`config.mk`:
```
export PLATFORM = sky130hd
export DESIGN_NAME = cache
export DESIGN_NICKNAME = d
export VERILOG_FILES = /design/src/common/mem_pkg.sv /design/src/hdl/cache.sv
export SDC_FILE = /design/constraint.sdc
export NUM_CORES = 2
export LEC_CHECK = 0
export ABC_AREA = 1
export BUFFER_PORTS_ARGS = -buffer_cell sky130_fd_sc_hd__buf_4
export CAP_MARGIN = 10
export CORE_ASPECT_RATIO = 1.4
export CORE_UTILIZATION = 25
export CTS_BUF_LIST = sky130_fd_sc_hd__clkbuf_4 sky130_fd_sc_hd__clkbuf_8
export DETAILED_ROUTE_END_ITERATION = 12
export GPL_TIMING_DRIVEN = 0
export PLACE_DENSITY = 0.39
export SETUP_SLACK_MARGIN = 0.5
export SLEW_MARGIN = 20
export SYNTH_ARGS = -nofsm -noshare
export SYNTH_HDL_FRONTEND = slang
export SYNTH_MEMORY_MAX_BITS = 65536
export SYNTH_SLANG_ARGS = --single-unit
```
`constraint.sdc`:
```
create_clock -name clk -period 11.2 [get_ports clk]
set_clock_uncertainty 0.05 [all_clocks]
set_input_delay 1.12 -clock clk [delete_from_list [all_inputs] [get_ports clk]]
set_output_delay 1.12 -clock clk [all_outputs]
set_load 0.02 [all_outputs]
```
`src/common/mem_pkg.sv`:
```
package mem_pkg;

  localparam int WORD_W     = 16;         // processor word
  localparam int WORDS_PER  = 4;          // words per block
  localparam int BLOCK_W    = WORD_W * WORDS_PER;
  localparam int BLK_ADDR_W = 14;         // word address minus the two low bits
  localparam int TAG_MAX_W  = BLK_ADDR_W; // widest tag, index of zero bits

  typedef logic [WORD_W-1:0]     word_t;
  typedef logic [BLOCK_W-1:0]    block_t;
  typedef logic [BLK_ADDR_W-1:0] blk_addr_t;
  typedef logic [1:0]            word_sel_t;  // word inside a block
  typedef logic [TAG_MAX_W-1:0]  tag_t;       // upper bits zero when tag is narrower

  // request to main memory, held steady until done
  typedef struct packed {
    blk_addr_t addr;   // block address
    logic      re;     // block read
    logic      we;     // block write
    block_t    wdata;  // write-back block
  } mem_req_t;

  // controller to cache line write
  typedef struct packed {
    logic   we;        // store line, set valid
    logic   dirty;     // dirty bit to store
    block_t data;      // line contents
  } cache_wr_t;

  // cache lookup result, combinational from the address
  typedef struct packed {
    block_t data;      // stored line at the index
    tag_t   tag;       // stored tag, zero extended
    logic   hit;       // valid and tag match
    logic   dirty;     // valid and dirty
  } cache_rd_t;

  typedef enum logic [2:0] {
    IDLE, WB, WB_WAIT, FILL_RD, FILL_WAIT, DONE
  } ctrl_state_e;

endpackage

```
`src/hdl/cache.sv`:
```
module cache #(
  parameter int INDEX_W = 6
) (
  input  logic                clk,
  input  logic                i_rst,
  input  mem_pkg::blk_addr_t  i_addr,
  input  mem_pkg::cache_wr_t  i_wr,
  output mem_pkg::cache_rd_t  o_rd
);

  import mem_pkg::*;

  localparam int TAG_W = BLK_ADDR_W - INDEX_W;  // high address bits
  localparam int DEPTH = 1 << INDEX_W;          // lines

  block_t             data_mem [DEPTH];  // line store
  logic [TAG_W-1:0]   tag_mem  [DEPTH];  // tag store
  logic [DEPTH-1:0]   valid_q;           // per-line valid
  logic [DEPTH-1:0]   dirty_q;           // per-line dirty

  logic [INDEX_W-1:0] idx;
  logic [TAG_W-1:0]   addr_tag;
  logic               line_valid;
  logic               tag_match;

  assign idx      = i_addr[INDEX_W-1:0];           // low block address bits
  assign addr_tag = i_addr[BLK_ADDR_W-1:INDEX_W];  // remaining high bits

  // line and tag store, written on fill or write merge
  always_ff @(posedge clk) begin
    if (i_wr.we) begin
      data_mem[idx] <= i_wr.data;
      tag_mem[idx]  <= addr_tag;
    end
  end

  // status bits cleared by reset
  always_ff @(posedge clk) begin
    if (i_rst) begin
      valid_q <= '0;
      dirty_q <= '0;
    end else if (i_wr.we) begin
      valid_q[idx] <= 1'b1;
      dirty_q[idx] <= i_wr.dirty;
    end
  end

  assign line_valid = valid_q[idx];
  assign tag_match  = (tag_mem[idx] == addr_tag);

  // lookup, purely combinational from the current address
  always_comb begin
    o_rd.data  = data_mem[idx];
    o_rd.tag   = tag_t'(tag_mem[idx]);     // zero extend to full width
    o_rd.hit   = line_valid & tag_match;
    o_rd.dirty = line_valid & dirty_q[idx];  // victim needs write-back
  end

endmodule

```
==> summary.md <==
| Metric | Value |
|---|---|
| First-pass GRT wire length | 1,290,000 µm |
| Synth Cell Area | 183,000 µm² |
| Share of cells above drive strength 1 | 15.6% |
| CP max stage cell | buf_2 |
| Post-DR vias/cell | 5.16 |
| Tcrit/Tclk final | 71.2% |
| Synth Register Bits | 4,736 |
| Final min period | 7.97 ns |
| Final Hold Vio Count | 0 |
| Pre-antenna DRT Iters | 6 |
| Largest net degree at the start of global routing | 67 |
| Post-CTS Setup Inserts | 0 |
| DIE HEIGHT | 1010 µm |
| Endpoint class of the critical path | output pin |
| Final instance area | 226,000 µm² |
| Synth area leaders | edfxtp_1 (76%), nor2_1 (6.9%), o21ai_0 (6.1%) |
| Clock Sinks | 4,736 |
| Clock Pin Slew Worst Setup and Hold Paths | 0.06 ns |
| Warnings, synthesis | 0 |
| Power per cell area | 166 nW/µm² |
| Worst VDD drop | 0.0888 mV |
| DP HPWL | 736,000 µm |
| Area leader, netlist | edfxtp_1 |
| Startpoint types | input port |
| GPL Wtd Cong | 0.876 |
| Die width | 725 µm |
| Slew headroom | 4.80% |
| PostCTS Resize Cnt | 0 |
| GRT overflow | 0 |
| P_leak | 73.5 nW |
| Vias | 133,000 |
| Register area share after synthesis | 77.1% |
| Clock group share of total power | 39.7% |
| Total of max-cap violations | 0 |
| Post-CTS Hold Fix Bufs | 0 |
| GRT Overall Usage | 26.8% |
| Int Power | 0.0277 W |
| Maximum fanout along the worst path | 14 |
| Final setup violation count | 0 |
| Row count | 371 |
| Initial core utilization | 25.1% |
| Data required, critical path | 10.03 ns |
| Layout overhead on the synthesized area | 23.4% |
| Sequential power share | 52.3% |
| Die ar. | 735,000 µm² |
| DRT Wirelength | 1,010,000 µm |
| Initial antenna violation count | 145 |
| CTS max path bufs | 5 |
| TritonCTS Buffers | 763 |
| Net Sw Frac | 26.1% |
| TritonCTS clock tree | done |
| DRC Markers | 0 |
| IO Port Bufs | 152 |
| Status | finished, final reports clean |
| Most frequent cells in the layout | edfxtp_1 (4,608), nor2_1 (3,297), o21ai_0 (2,226) |
| Core Area | 729,000 µm² |
| Antenna Violating Nets Remaining | 0 |
| Final total power | 0.0374 W |
| Wire length per cell | 39.2 µm |
| Pins Over Slew Limit | 0 |
| Psw | 0.00975 W |
| Vias in the first global route | 125,000 |
| Placed instance area | 211,000 µm² |
| Yosys top cell area share | 75.7% |
| Setup TNS | 0 ns |
| RSZ-0062 raised after global routing | no |
| Most frequent CP cell | buf_4 |
| Slew @ Worst Pin | 1.43 ns |
| Critical path's largest stage delay | 0.94 ns |
| Combinational power share | 8.0% |
| Crit path kind | in -> out |
| IO Pins | 162 |
| Fmax | 0.125 GHz |
| Clock root buffer | clkbuf_8 |
| Final #Nets | 15,500 |
| HP Class | in -> reg |
| CP top delay family | buffers and inverters |
| Starting DRT DRC Count | 17,000 |
| Worst-Skew Late Latency | 1.21 ns |
| Distinct cells, synth | 33 |
| Worst Path Buf+Inv | 7 |
| CTS H-tree lvls | 6 |
| Syn_area_per_cell | 13.1 µm² |
| Arr. time, crit path | 6.80 ns |
| Mapped Cells | 13,900 |
| Most common cell after layout, fill and taps aside | edfxtp_1 |
| Crit-path cells | buf_6 -> buf_4 -> buf_2 -> buf_6 -> buf_4 -> buf_2 -> o21ai_0 -> o22ai_1 -> nor2_1 -> o22ai_1 -> nor3_1 -> nand4_1 -> buf_4 |
-- logic make-up after synthesis --
group / share of synthesized area [%]
AND/OR/NAND/NOR: 9.60
other: 0.00205
buffers and inverters: 2.99
AO/OA/AOI/OAI: 10.3
flip-flops: 77.1
-- final timing paths --
kind               start                to  slack, ns  cells past startpoint
max            i_addr[0]          o_rd[70]       3.23                     13
min             i_wr[13]  data_mem[17][13]       0.35                      1
min reg2reg  valid_q[61]       valid_q[61]       0.41                      2
max reg2reg  dirty_q[54]       dirty_q[54]      10.34                      2
-- through the flow --
stage | worst slack [ns] | utilization (%) | hold slack, ns | instances
detailed placement | 3.51 | 29.0 | 0.399 | 24400
floorplan | 5.41 | - | 0.385 | 13900
global route | 3.59 | 30.9 | 0.355 | 25700
finish | 3.23 | 31.0 | 0.346 | 25800
CTS | 3.50 | 30.9 | 0.301 | 25700
global placement | -7.59 | 26.9 | 0.396 | 23800
-- synthesized netlist by cell type (all sizes together) --
master     n
a21oi    162
a31oi      1
a41oi    172
buf      384
clkbuf   499
conb       1
dfxtp    128
edfxtp  4608
inv      399
nand2    647
nand3    140
nand3b     7
nand4    150
nor2    3373
nor3      79
o211ai    97
o21a       2
o21ai   2433
o22ai    585
or2       53
-- power groups by stage --
stage | Sequential (W) | Clock [W] | Combinational [W]
detailed placement | 0.0200 | 0 | 0.00292
global placement | 0.0200 | 0 | 0.00278
CTS | 0.0196 | 0.0150 | 0.00293
finish | 0.0196 | 0.0149 | 0.00298
floorplan | 0.0200 | 0 | 0.000966
global route | 0.0196 | 0.0156 | 0.00300
-- final cells by class --
class                      count  area, µm²
buffer                       883       4170
multi-input combinational   7907      37200
antenna                      176        440
sequential                  4736     141000
inverter                     399       1500
clock buffer                1086      13100
clock inverter               192       1030
fill                       73600     503000
tap                         9698      12100
timing repair buffer         759      15100
-- flip-flops by register name, indices dropped and copies added, names as in the netlist --
name	count
data_mem	4096
tag_mem	512
dirty_q	64
valid_q	64
-- layer usage --
layer | routed length (µm) | GRT usage [%] | up-vias
met2 | 490000 | 45.0 | 7582
met5 | 206 | 0 | -
met1 | 360000 | 29.8 | 69300
met3 | 74600 | 5.32 | 2379
li1 | - | - | 54200
met4 | 89200 | 21.3 | 32
Note: power is estimated with default switching activity, not from simulation.
