**config.mk**
```make
export PLATFORM = sky130hd
export DESIGN_NAME = cache_controller
export DESIGN_NICKNAME = d
export VERILOG_FILES = /design/src/common/mem_pkg.sv /design/src/cache_controller/cache_controller.sv
export SDC_FILE = /design/constraint.sdc
export NUM_CORES = 1
export LEC_CHECK = 0
export BUFFER_PORTS_ARGS = -buffer_cell sky130_fd_sc_hd__buf_2
export CORE_AREA = 5 5 186 188
export CTS_BUF_LIST = sky130_fd_sc_hd__clkbuf_8
export CTS_CLUSTER_DIAMETER = 60
export DETAILED_ROUTE_END_ITERATION = 8
export DIE_AREA = 0 0 191 193
export PLACE_DENSITY_LB_ADDON = 0.1
export SKIP_LAST_GASP = 1
export SYNTH_ARGS = -nofsm -noshare
export SYNTH_HDL_FRONTEND = slang
export SYNTH_SLANG_ARGS = --single-unit
```
**constraint.sdc**
```tcl
create_clock -name clk -period 3 [get_ports clk]
set_clock_uncertainty 0.1 [all_clocks]
set_input_delay 0.15 -clock clk [delete_from_list [all_inputs] [get_ports clk]]
set_output_delay 0.15 -clock clk [all_outputs]
set_load 0.005 [all_outputs]
```
**src/common/mem_pkg.sv**
```systemverilog
package mem_pkg;

  localparam int WORD_W     = 16;         // processor word
  localparam int WORDS_PER  = 4;          // words per block
  localparam int BLOCK_W    = WORD_W * WORDS_PER;
  localparam int BLK_ADDR_W = 14;         // word address minus the two low bits
  localparam int TAG_MAX_W  = BLK_ADDR_W; // widest tag, index of zero bits

  typedef logic [WORD_W-1:0]     word_t;
  typedef logic [BLOCK_W-1:0]    block_t;
  typedef logic [BLK_ADDR_W-1:0] blk_addr_t;
  typedef logic [1:0]            word_sel_t;  // word inside a block
  typedef logic [TAG_MAX_W-1:0]  tag_t;       // upper bits zero when tag is narrower

  // request to main memory, held steady until done
  typedef struct packed {
    blk_addr_t addr;   // block address
    logic      re;     // block read
    logic      we;     // block write
    block_t    wdata;  // write-back block
  } mem_req_t;

  // controller to cache line write
  typedef struct packed {
    logic   we;        // store line, set valid
    logic   dirty;     // dirty bit to store
    block_t data;      // line contents
  } cache_wr_t;

  // cache lookup result, combinational from the address
  typedef struct packed {
    block_t data;      // stored line at the index
    tag_t   tag;       // stored tag, zero extended
    logic   hit;       // valid and tag match
    logic   dirty;     // valid and dirty
  } cache_rd_t;

  typedef enum logic [2:0] {
    IDLE, WB, WB_WAIT, FILL_RD, FILL_WAIT, DONE
  } ctrl_state_e;

endpackage

```
**src/cache_controller/cache_controller.sv**
```systemverilog
module cache_controller #(
  parameter int INDEX_W = 6
) (
  input  logic               clk,
  input  logic               i_rst,
  input  mem_pkg::word_t     i_i_addr,
  input  mem_pkg::word_t     i_d_addr,
  input  logic               i_re,
  input  logic               i_we,
  input  mem_pkg::word_t     i_wrt_data,
  input  mem_pkg::cache_rd_t i_i_rd,
  input  mem_pkg::cache_rd_t i_d_rd,
  output mem_pkg::cache_wr_t o_i_wr,
  output mem_pkg::cache_wr_t o_d_wr,
  output mem_pkg::mem_req_t  o_mreq,
  input  mem_pkg::block_t    i_m_rd_data,
  input  logic               i_m_done,
  output logic               o_i_rdy,
  output logic               o_d_rdy,
  output logic               o_allow_hlt
);

  import mem_pkg::*;

  localparam int TAG_W = BLK_ADDR_W - INDEX_W;

  ctrl_state_e state_q;

  logic      d_req;        // data access requested
  logic      d_miss;       // data access pending, no hit
  logic      i_miss;       // fetch always requests
  logic      serve_ok;     // lookup result may be used
  logic      fill_done;    // fill block arriving this cycle
  word_sel_t d_sel;
  blk_addr_t d_blk;
  blk_addr_t i_blk;
  blk_addr_t victim_blk;   // dirty line's own address
  block_t    merged;       // data line with the write word in place

  logic      fill_d_q;     // fill target, 1 = dcache
  logic      mem_re_q;
  logic      mem_we_q;
  blk_addr_t mem_addr_q;
  block_t    mem_wdata_q;

  assign d_req      = i_re | i_we;
  assign d_miss     = d_req & ~i_d_rd.hit;
  assign i_miss     = ~i_i_rd.hit;
  assign d_sel      = i_d_addr[1:0];
  assign d_blk      = i_d_addr[15:2];
  assign i_blk      = i_i_addr[15:2];
  assign victim_blk = {i_d_rd.tag[TAG_W-1:0], d_blk[INDEX_W-1:0]};  // stored tag + index
  assign serve_ok   = (state_q == IDLE) | (state_q == DONE);
  assign fill_done  = (state_q == FILL_WAIT) & i_m_done;

  // word merge for writes
  always_comb begin
    merged = i_d_rd.data;
    merged[{d_sel, 4'h0} +: 16] = i_wrt_data;
  end

  // miss FSM, data miss wins over fetch miss
  always_ff @(posedge clk) begin
    if (i_rst) begin
      state_q  <= IDLE;
      mem_re_q <= 1'b0;
      mem_we_q <= 1'b0;
      fill_d_q <= 1'b0;
    end else begin
      unique case (state_q)
        IDLE: begin
          if (d_miss) begin
            fill_d_q <= 1'b1;
            if (i_d_rd.dirty) begin
              mem_we_q <= 1'b1;  // old line goes out first
              state_q  <= WB;
            end else begin
              mem_re_q <= 1'b1;
              state_q  <= FILL_RD;
            end
          end else if (i_miss) begin
            fill_d_q <= 1'b0;
            mem_re_q <= 1'b1;
            state_q  <= FILL_RD;
          end
        end
        WB:      state_q <= WB_WAIT;  // first write cycle
        WB_WAIT: begin
          if (i_m_done) begin
            mem_we_q <= 1'b0;
            mem_re_q <= 1'b1;  // fill presented the cycle after done
            state_q  <= FILL_RD;
          end
        end
        FILL_RD: state_q <= FILL_WAIT;  // first read cycle
        FILL_WAIT: begin
          if (i_m_done) begin
            mem_re_q <= 1'b0;
            state_q  <= DONE;  // line written at this edge
          end
        end
        DONE:    state_q <= IDLE;  // lookup now hits
        default: state_q <= IDLE;
      endcase
    end
  end

  // request payload, loaded only when a transfer starts
  always_ff @(posedge clk) begin
    if (state_q == IDLE && d_miss) begin
      mem_addr_q  <= i_d_rd.dirty ? victim_blk : d_blk;
      mem_wdata_q <= i_d_rd.data;
    end else if (state_q == IDLE && i_miss) begin
      mem_addr_q <= i_blk;
    end else if (state_q == WB_WAIT && i_m_done) begin
      mem_addr_q <= d_blk;  // fill of the missing line
    end
  end

  assign o_mreq = '{addr: mem_addr_q, re: mem_re_q, we: mem_we_q, wdata: mem_wdata_q};

  // icache only ever takes clean fills
  assign o_i_wr = '{we: fill_done & ~fill_d_q, dirty: 1'b0, data: i_m_rd_data};

  always_comb begin
    o_d_wr = '{we: 1'b0, dirty: 1'b0, data: merged};
    if (fill_done && fill_d_q) begin
      o_d_wr = '{we: 1'b1, dirty: 1'b0, data: i_m_rd_data};  // clean fill
    end else if (serve_ok && i_we && i_d_rd.hit) begin
      o_d_wr = '{we: 1'b1, dirty: 1'b1, data: merged};       // write hit or post-fill write
    end
  end

  assign o_i_rdy     = serve_ok & i_i_rd.hit;
  assign o_d_rdy     = serve_ok & d_req & i_d_rd.hit;
  assign o_allow_hlt = (state_q == IDLE) & ~d_miss & ~i_miss;  // nothing in flight

endmodule

```
==> impl_metrics.csv, run 1 <==
group,metric,value,unit
status,outcome,"finished clean",
synthesis,yosysSeqAreaShare,49.86,%
critical_path,rr_startpoint,"state_q[2]",
critical_path,arrival,2.83,ns
timing,period_needed,2.802,ns
timing,period_share,93.40,%
clock_tree,clock_path_buffers,2,
power_and_ir_drop,p_int,0.002195,W
timing,slew_headroom,55.83,%
clock_tree,cts_tree,"yes",
route,route.detailed.drc,0,
placement,post_dp_cell_area,7044,µm²
critical_path,worstPathRequired,3.03,ns
timing,grt_setup_unrepaired,"false",
synthesis,synth_edf_count,78,
critical_path,start_kind,"register",
timing,setup_tns,0,ns
floorplan,fp.dieW,191,µm
power_and_ir_drop,power.share.clock,25.3,%
worst_hold_path,hold_path_class,"in2reg",
synthesis,ys_ff_latch,84,
layout,area_growth,65.19,%
route,wl_per_cell,17.87,µm
power_and_ir_drop,ir_worst_vdd,0.1367,mV
route,wl_met2,12.98,mm
critical_path,critPathKind,"reg2reg",
clock_tree,clock_latency,0.38,ns
grt,grt_max_degree,74,
synthesis,synth_cells,518,
route,routed-wl-met3,1.841,mm
critical_path,crit_fanout,14,
route,routed_wl,24.98,mm
floorplan,boundaryPins,492,
placement,place.gp.congestion,0.7108,
grt,grt_overflow,0,
layout,final_nets,1226,
layout,design_area,8158,µm²
power_and_ir_drop,p_sw,0.0009822,W
timing,tightest_slew,0.6602,ns
clock_tree,ctsResizeCount,0,
worst_hold_path,whs_endpoint,"mem_we_q",
floorplan,rows,67,
clock_tree,htreeDepth,3,
placement,dpl.cell_count,1287,
synthesis,yosysUniqueCellTypes,40,
route,ant_nets,0,
layout,drive_gt1_share,46.79,%
route,vias_per_cell,3.839,
timing,finalSetupViolations,0,
synthesis,yosysMostFrequentCell,"a21oi_1",
placement,post-dp-hpwl,19.57,mm
synthesis,yosysTopAreaCellShare,47.43,%
synthesis,syn-cell-area,4938,µm²
clock_tree,clk_pin_slew,0.10,ns
flow_run,max-cap-violations,0,
grt,grt_pass1_vias,5537,
route,dr.pass1.iters,4,
floorplan,core_area,32950,µm²
route,drt_iter0_markers,150,
timing,report.final.slew_viol_count,0,
synthesis,ys_warn_count,0,
route,vias,5367,
critical_path,rr_worst_depth,5,
grt,grt_pass1_wl,34.82,mm
critical_path,reg2reg_to,"mem_addr_q[8]",
timing,fmax,356.9,MHz
worst_hold_path,hp-start,"i_d_rd[0]",
critical_path,cp-end-kind,"register",
power_and_ir_drop,power_leakage,3.757,nW
synthesis,synth_ff_type,"edfxtp_1",
layout,finalNonFillerCells,1398,
synthesis,ys_top_cells_by_count,"114 x a21oi_1, 78 x edfxtp_1, 76 x nor2_1, 68 x buf_4, 49 x nor2b_1",
power_and_ir_drop,p_per_area,389.5,nW/µm²
synthesis,synth_top_cell_by_area,"edfxtp_1",
placement,io_buffers,403,
clock_tree,cts.sinks,84,
synthesis,async_flop_share,0,%
power_and_ir_drop,swShare,30.91,%
clock_tree,root_buffer,"clkbuf_8",
power_and_ir_drop,power_frac_seq,46.0,%
clock_tree,numCtsBuffers,9,
floorplan,die-area,36860,µm²
synthesis,synthTopCellsByArea,"edfxtp_1 47%, a21oi_1 12%, buf_4 10%",
worst_hold_path,holdPathStages,4,
route,highest_layer,"met4",
grt,track_usage,12.76,%
critical_path,ff2ff_setup_slack,0.20,ns
floorplan,start_util,14.99,%
timing,hold_viol_final,0,
grt,grt_antenna_before_repair,2,
synthesis,synth_fp_nets,800,
power_and_ir_drop,pwr-share-comb,28.7,%
route,m1WireLength,9.957,mm
floorplan,die_height,193,µm
synthesis,syn_area_per_cell,9.534,µm²
-- placed cells by master, fill, tap and decap left out, types with 2 or more instances in the layout --
master | Yosys | routed
a21oi_1 | 114 | 114
ha_1 | 5 | 5
o21ai_0 | 2 | 2
nor2b_1 | 49 | 49
edfxtp_1 | 78 | 78
nand3b_1 | 2 | 2
and3_1 | 6 | 6
inv_1 | 3 | 4
nor2_1 | 76 | 76
a32oi_1 | 16 | 16
dlygate4sd3_1 | 0 | 94
or3_4 | 2 | 2
a221o_1 | 8 | 8
clkinv_2 | 0 | 3
nand2_1 | 24 | 24
buf_4 | 68 | 13
buf_12 | 0 | 3
and3_2 | 4 | 4
buf_2 | 3 | 403
nor3_1 | 4 | 3
dfxtp_1 | 6 | 6
clkinvlp_4 | 0 | 2
nand3_1 | 3 | 3
clkbuf_8 | 0 | 10
-- per-stage QoR --
stage	total power, W	hold WS (ns)	setup WS, ns	utilization, %
detailed placement	0.002302	0.2403	0.7511	21.38
global placement	0.002312	0.2393	0.7529	21.38
CTS	0.003262	0.04025	0.1903	24.75
finish	0.003177	0.07831	0.1980	24.76
global route	0.003381	0.07253	0.1006	24.76
floorplan	0.001855	0.1191	0.4825	-
-- power by group through the flow --
stage / Clock (W) / Sequential, W / Combinational (W)
6_report: 0.000804 / 0.00146 / 0.000912
5_1_grt: 0.000896 / 0.00147 / 0.00101
4_1_cts: 0.000861 / 0.00146 / 0.000938
3_5_place_dp: 0 / 0.00149 / 0.000814
3_3_place_gp: 0 / 0.00149 / 0.000826
2_1_floorplan: 0 / 0.00150 / 0.000359
-- flip-flops by register name (all words and copies together), names as in the netlist --
signal       cells
fill_d_q         1
mem_addr_q      14
mem_re_q         1
mem_wdata_q     64
mem_we_q         1
state_q          3
-- timing repair --
item	CTS	global route
buffers inserted	0	0
hold buffers	94	0
hold endpoints to repair	83	0
-- cell type report --
cell class                      count  area [µm²]
Antenna cell                        1       2.502
Clock buffer                       10       137.6
Clock inverter                      6       32.53
Fill cell                        3693       24790
Inverter                            4       16.27
Multi-Input combinational cell    332        1831
Sequential cell                    84        2462
Tap cell                          448       560.5
Timing Repair Buffer              513        3115
-- worst max-delay path: stages (launching register included) --
cell and delay [ns]:
dfxtp_1 0.45, or3_4 0.46, or3_4 0.48, and3_2 0.24, a221o_1 0.26, dlygate4sd3_1 0.57
-- worst max-delay path by stage --
stage	startpoint	endpoint	slack, ns	cells past startpoint
2_1_floorplan	state_q[2]	mem_addr_q[0]	0.48	2
3_3_place_gp	state_q[2]	mem_addr_q[8]	0.75	4
3_5_place_dp	state_q[2]	mem_addr_q[8]	0.75	4
4_1_cts	state_q[2]	mem_addr_q[8]	0.19	5
5_1_grt	state_q[2]	mem_addr_q[8]	0.10	5
6_report	state_q[2]	mem_addr_q[8]	0.20	5
-- layer usage --
layer	up-vias	GRT usage [%]
met3	8	3.223
met4	0	3.425
met2	237	23.07
met1	2491	15.09
met5	-	0
li1	2631	-
-- cells by family (layout without fill, tap and decap cells) --
| group | Yosys count | in the layout | share of synthesized area [%] |
|---|---|---|---|
| other cells | 1 | 2 | 0.07593 |
| buf+inv | 102 | 533 | 13.30 |
| xor+xnor | 1 | 1 | 0.1774 |
| compound gates | 148 | 148 | 17.58 |
| flops | 84 | 84 | 49.86 |
| fa+ha+maj | 5 | 5 | 1.267 |
| simple gates | 177 | 177 | 17.74 |
Power figures use the tool's default switching activity.
==> inputs of run 2 (changes only) <==
Settings changed: BUFFER_PORTS_ARGS -buffer_cell sky130_fd_sc_hd__buf_2 to default, CORE_AREA 5 5 186 188 to 5 5 190 192, DIE_AREA 0 0 191 193 to 0 0 195 197, DONT_BUFFER_PORTS from default to 1.
==> impl_metrics.csv, run 2 (synthesized netlist as in run 1, its figures left out) <==
group,metric,value,unit
power_and_ir_drop,power_leakage,2.196,nW
layout,largest_reg_flops,64,
layout,layout_commonest_cell,"a21oi_1",
timing,slew_headroom,62.01,%
route,routed_wl,23.52,mm
critical_path,critPathKind,"reg2reg",
grt,grt_max_degree,40,
clock_tree,root_buffer,"clkbuf_8",
layout,top_regs,"mem_wdata_q x64, mem_addr_q x14, state_q x3",
critical_path,path_delay_family,"simple AND/OR/NAND/NOR gates",
timing,fin_hold_ws,0.1137,ns
clock_tree,cts_tree,"yes",
layout,regMostFlops,"mem_wdata_q",
grt,grt_pass1_wl,31.84,mm
timing,period_needed,2.804,ns
critical_path,crit_chain,"or3_4, or3_4, and3_2, a221o_1, dlygate4sd3_1",
timing,report.final.slew_viol_count,0,
placement,io_buffers,0,
clock_tree,clk_pin_slew,0.10,ns
route,vias,4080,
power_and_ir_drop,p_per_area,462.0,nW/µm²
floorplan,fp.dieW,195,µm
clock_tree,clock_path_buffers,2,
floorplan,rows,68,
layout,nFillCells,3820,
grt,grt_pass1_vias,4284,
layout,final-seq-area,2462,µm²
critical_path,arrival,2.85,ns
layout,multi_input_area,1831,µm²
timing,layout_setup_ws,0.1964,ns
timing,tightest_slew,0.5678,ns
critical_path,cpMostUsedCell,"or3_4",
floorplan,boundaryPins,492,
layout,area_growth,26.78,%
worst_hold_path,hold_path_class,"in2reg",
timing,fmax,356.7,MHz
floorplan,start_util,14.44,%
route,ant_nets,0,
critical_path,cp_slowest_cell,"dlygate4sd3_1",
critical_path,start_kind,"register",
status,outcome,"finished clean",
flow_run,max-cap-violations,0,
timing,period_share,93.45,%
critical_path,crit_fanout,14,
layout,drive_gt1_share,8.618,%
timing,grt_setup_unrepaired,"false",
layout,n_antenna_cell,0,
clock_tree,clock_latency,0.38,ns
grt,grt_overflow,0,
clock_tree,htreeDepth,3,
critical_path,worstPathRequired,3.04,ns
timing,hold_viol_final,0,
grt,grt_antenna_before_repair,1,
grt,track_usage,11.40,%
clock_tree,numCtsBuffers,9,
clock_tree,cts.sinks,84,
route,wl_per_cell,23.24,µm
critical_path,cp-end-kind,"register",
route,route.detailed.drc,0,
placement,place_ws,0.7434,ns
placement,post-dp-hpwl,18.14,mm
critical_path,cp_num_buf_inv,1,
layout,final_nets,834,
placement,place.gp.congestion,0.7573,
layout,layout_common_cells,"114 x a21oi_1, 98 x dlygate4sd3_1, 78 x edfxtp_1, 76 x nor2_1, 49 x nor2b_1",
route,vias_per_cell,4.032,
route,drt_iter0_markers,175,
floorplan,die-area,38420,µm²
critical_path,max_stage_delay,0.57,ns
route,dr.pass1.iters,7,
floorplan,die_height,197,µm
timing,setup_tns,0,ns
power_and_ir_drop,ir_worst_vdd,0.2196,mV
timing,finalSetupViolations,0,
floorplan,core_area,34200,µm²
-- run 2: cell count changes in the layout (fill, tap and decap cells not counted), sizes merged --
cell,before,now
clkbuf,10,9
inv,4,2
buf,419,23
clkinv,4,7
bufinv,0,1
dlygate4sd3,94,98
clkinvlp,2,1
diode,1,0
-- run 2: final cells by class --
| type | instances | share of cell area (%) |
|---|---|---|
| tap | 455 | 9.093 |
| inverter | 4 | 0.2598 |
| timing repair buffer | 121 | 19.02 |
| multi-input combinational | 332 | 29.24 |
| clock buffer | 9 | 1.978 |
| clock inverter | 7 | 1.079 |
| sequential | 84 | 39.33 |
-- run 2: per-stage QoR --
step	util, %	total power (W)	cells	area (µm²)
global route	18.31	0.003057	1012	6261
floorplan	-	0.001855	518	4938
CTS	18.31	0.002980	1012	6261
detailed placement	14.88	0.001930	898	5089
global placement	14.88	0.001939	898	5089
finish	18.31	0.002892	1012	6261
-- run 2: tightest hold or removal path: cells and delay by family --
kind	cells	cell delay [ns]
AND/OR/NAND/NOR	2	0.22
AO/OA/AOI/OAI	1	0.18
-- run 2: worst paths after layout --
kind | from | slack [ns] | depth (start not counted) | to
max | state_q[2] | 0.20 | 5 | mem_addr_q[6]
min | i_m_done | 0.11 | 3 | state_q[0]
max reg2reg | state_q[2] | 0.20 | 5 | mem_addr_q[6]
min reg2reg | mem_re_q | 0.44 | 2 | mem_re_q
-- run 2: where the power goes --
| group | leakage [nW] | switching, W | total, W | internal, W |
|---|---|---|---|---|
| registers | 0.781 | 0.0000847 | 0.00151 | 0.00143 |
| logic | 1.32 | 0.000268 | 0.000517 | 0.000249 |
| clock network | 0.0943 | 0.000482 | 0.000864 | 0.000381 |
| total | 2.20 | 0.000835 | 0.00289 | 0.00206 |
-- run 2: timing repair --
action,CTS,global route
endpoints found under the hold margin,84,0
buffers inserted,0,0
resized for setup,0,0
hold buffers,98,0
-- run 2: per-layer routing --
layer | vias to the layer above | track usage [%] | wire [µm]
met5 | - | 0 | 12
met4 | 2 | 3.595 | 406
met3 | 20 | 3.368 | 1695
met2 | 247 | 20.60 | 12230
met1 | 1972 | 12.97 | 9170
li1 | 1839 | - | -
==> inputs of run 3 (changes only) <==
Settings changed: BUFFER_PORTS_ARGS from default to -buffer_cell sky130_fd_sc_hd__buf_2, CORE_AREA 5 5 190 192 to 5 5 189 191, DIE_AREA 0 0 195 197 to 0 0 194 196, DONT_BUFFER_PORTS 1 to default.
Clock period 3 ns to 2.3 ns, I/O delays scaled along.
==> impl_metrics.csv, run 3 (synthesized netlist as in run 1, its figures left out) <==
group,metric,value,unit
critical_path,rr_worst_depth,5,
worst_hold_path,hold_path_class,"in2reg",
critical_path,arrival,2.31,ns
power_and_ir_drop,p_total,0.004272,W
critical_path,crit_end,"mem_addr_q[1]",
timing,period_share,97.55,%
critical_path,critPathKind,"reg2reg",
placement,post-dp-hpwl,20.81,mm
route,vias,5545,
clock_tree,htreeDepth,3,
route,vias_per_cell,3.861,
clock_tree,clock_path_buffers,2,
route,routed_wl,27.72,mm
grt,grt_pass1_wl,37.52,mm
placement,place.gp.congestion,0.7899,
power_and_ir_drop,power_leakage,3.939,nW
layout,largest_reg_flops,64,
layout,final_nets,1257,
status,outcome,"finished clean",
floorplan,die_height,196,µm
grt,grt_pass1_vias,5784,
clock_tree,cts.sinks,84,
critical_path,path_delay_family,"simple AND/OR/NAND/NOR gates",
critical_path,ff2ff_setup_slack,0.06,ns
critical_path,critPathLaunch,"state_q[2]",
worst_hold_path,hp-start,"i_d_rd[0]",
route,dr.pass1.iters,5,
clock_tree,clock_latency,0.40,ns
layout,final-seq-area,2462,µm²
critical_path,crit_chain,"or3_4, or3_4, nand2_1, nand2_1, dlygate4sd3_1",
floorplan,rows,68,
critical_path,reg2reg_to,"mem_addr_q[1]",
placement,io_buffers,403,
grt,grt_max_degree,59,
timing,report.final.slew_viol_count,0,
grt,grt_overflow,0,
floorplan,boundaryPins,492,
floorplan,core_area,33950,µm²
clock_tree,numCtsBuffers,9,
layout,area_growth,73.22,%
clock_tree,cts_tree,"yes",
critical_path,crit_fanout,14,
critical_path,start_kind,"register",
clock_tree,root_buffer,"clkbuf_8",
critical_path,cp_slowest_cell,"dlygate4sd3_1",
clock_tree,clk_pin_slew,0.10,ns
route,route.detailed.drc,0,
route,ant_nets,0,
layout,top_regs,"mem_wdata_q x64, mem_addr_q x14, state_q x3",
critical_path,max_stage_delay,0.55,ns
grt,grt_antenna_before_repair,1,
floorplan,start_util,14.55,%
layout,layout_common_cells,"403 x buf_2, 111 x a21oi_1, 104 x dlygate4sd3_1, 78 x edfxtp_1, 73 x nor2_1",
layout,layout_commonest_cell,"buf_2",
route,drt_iter0_markers,222,
critical_path,worst-path-stages,5,
timing,fmax,445.7,MHz
critical_path,cp_num_buf_inv,1,
layout,regMostFlops,"mem_wdata_q",
timing,period_needed,2.244,ns
floorplan,fp.dieW,194,µm
timing,fin_hold_ws,0.1267,ns
timing,finalSetupViolations,0,
timing,hold_viol_final,0,
power_and_ir_drop,p_per_area,499.4,nW/µm²
layout,nFillCells,3776,
route,wl_per_cell,19.30,µm
timing,grt_setup_unrepaired,"true",
critical_path,cp-end-kind,"register",
critical_path,worstPathRequired,2.37,ns
layout,multi_input_area,1854,µm²
layout,drive_gt1_share,47.96,%
floorplan,die-area,38020,µm²
flow_run,max-cap-violations,0,
power_and_ir_drop,ir_worst_vdd,0.2943,mV
critical_path,rr_startpoint,"state_q[2]",
grt,track_usage,13.18,%
[run 3: per-layer routing]
| metal | GRT usage, % | part of all wire (%) |
|---|---|---|
| met2 | 23.63 | 52 |
| met3 | 3.022 | 5.3 |
| met1 | 15.40 | 41 |
| met5 | 0 | 0 |
| met4 | 4.766 | 1.9 |
[run 3: metrics by stage]
step / instance area, µm² / util (%) / setup slack (ns) / TNS [ns] / std cells
after floorplan: 4949 / - / 0.2213 / 0 / 518
after global placement: 7156 / 21.08 / 0.2398 / 0 / 1304
after detailed placement: 7156 / 21.08 / 0.2122 / 0 / 1304
after CTS: 8394 / 24.73 / -0.006161 / -0.006161 / 1425
after global routing: 8554 / 25.20 / -0.03952 / -0.1004 / 1436
final: 8554 / 25.20 / 0.05640 / 0 / 1436
[run 3: worst min-delay path by stage]
stage                            to  slack (ns)  cells after the start
floorplan                  fill_d_q        0.08                      1
global placement    mem_wdata_q[20]        0.20                      1
detailed placement  mem_wdata_q[32]        0.20                      1
CTS                      state_q[1]        0.07                      4
global route             state_q[1]        0.11                      4
finish                   state_q[1]        0.13                      4
[run 3: tightest hold or removal path, delay by kind of cell]
family | cells | cell delay [ns]
AO/OA/AOI/OAI | 2 | 0.29
buffers and inverters | 1 | 0.11
AND/OR/NAND/NOR | 1 | 0.07
[run 3: final cells by class]
class	count	area share [%]
diodes	1	0.02925
flip-flops and latches	84	28.78
multi-input cells	332	21.68
inverters	4	0.2194
clock inverters	7	0.7021
well taps	455	6.655
clock buffers	9	1.448
repair buffers	544	40.49
[run 3: power breakdown]
part	switching [W]	internal (W)	leakage, nW
combinational	0.000637	0.000619	3.06
clock	0.000641	0.000490	0.103
sequential	0.0000326	0.00185	0.781
[run 3: what timing repair did]
item / in CTS / in global routing
endpoints found under the hold margin: 84 / 0
cloned: 0 / 5
resized for setup: 2 / 9
setup endpoints to repair: 41 / 40
buffers inserted: 1 / 5
pin swaps: 1 / 2
hold buffers: 104 / 0
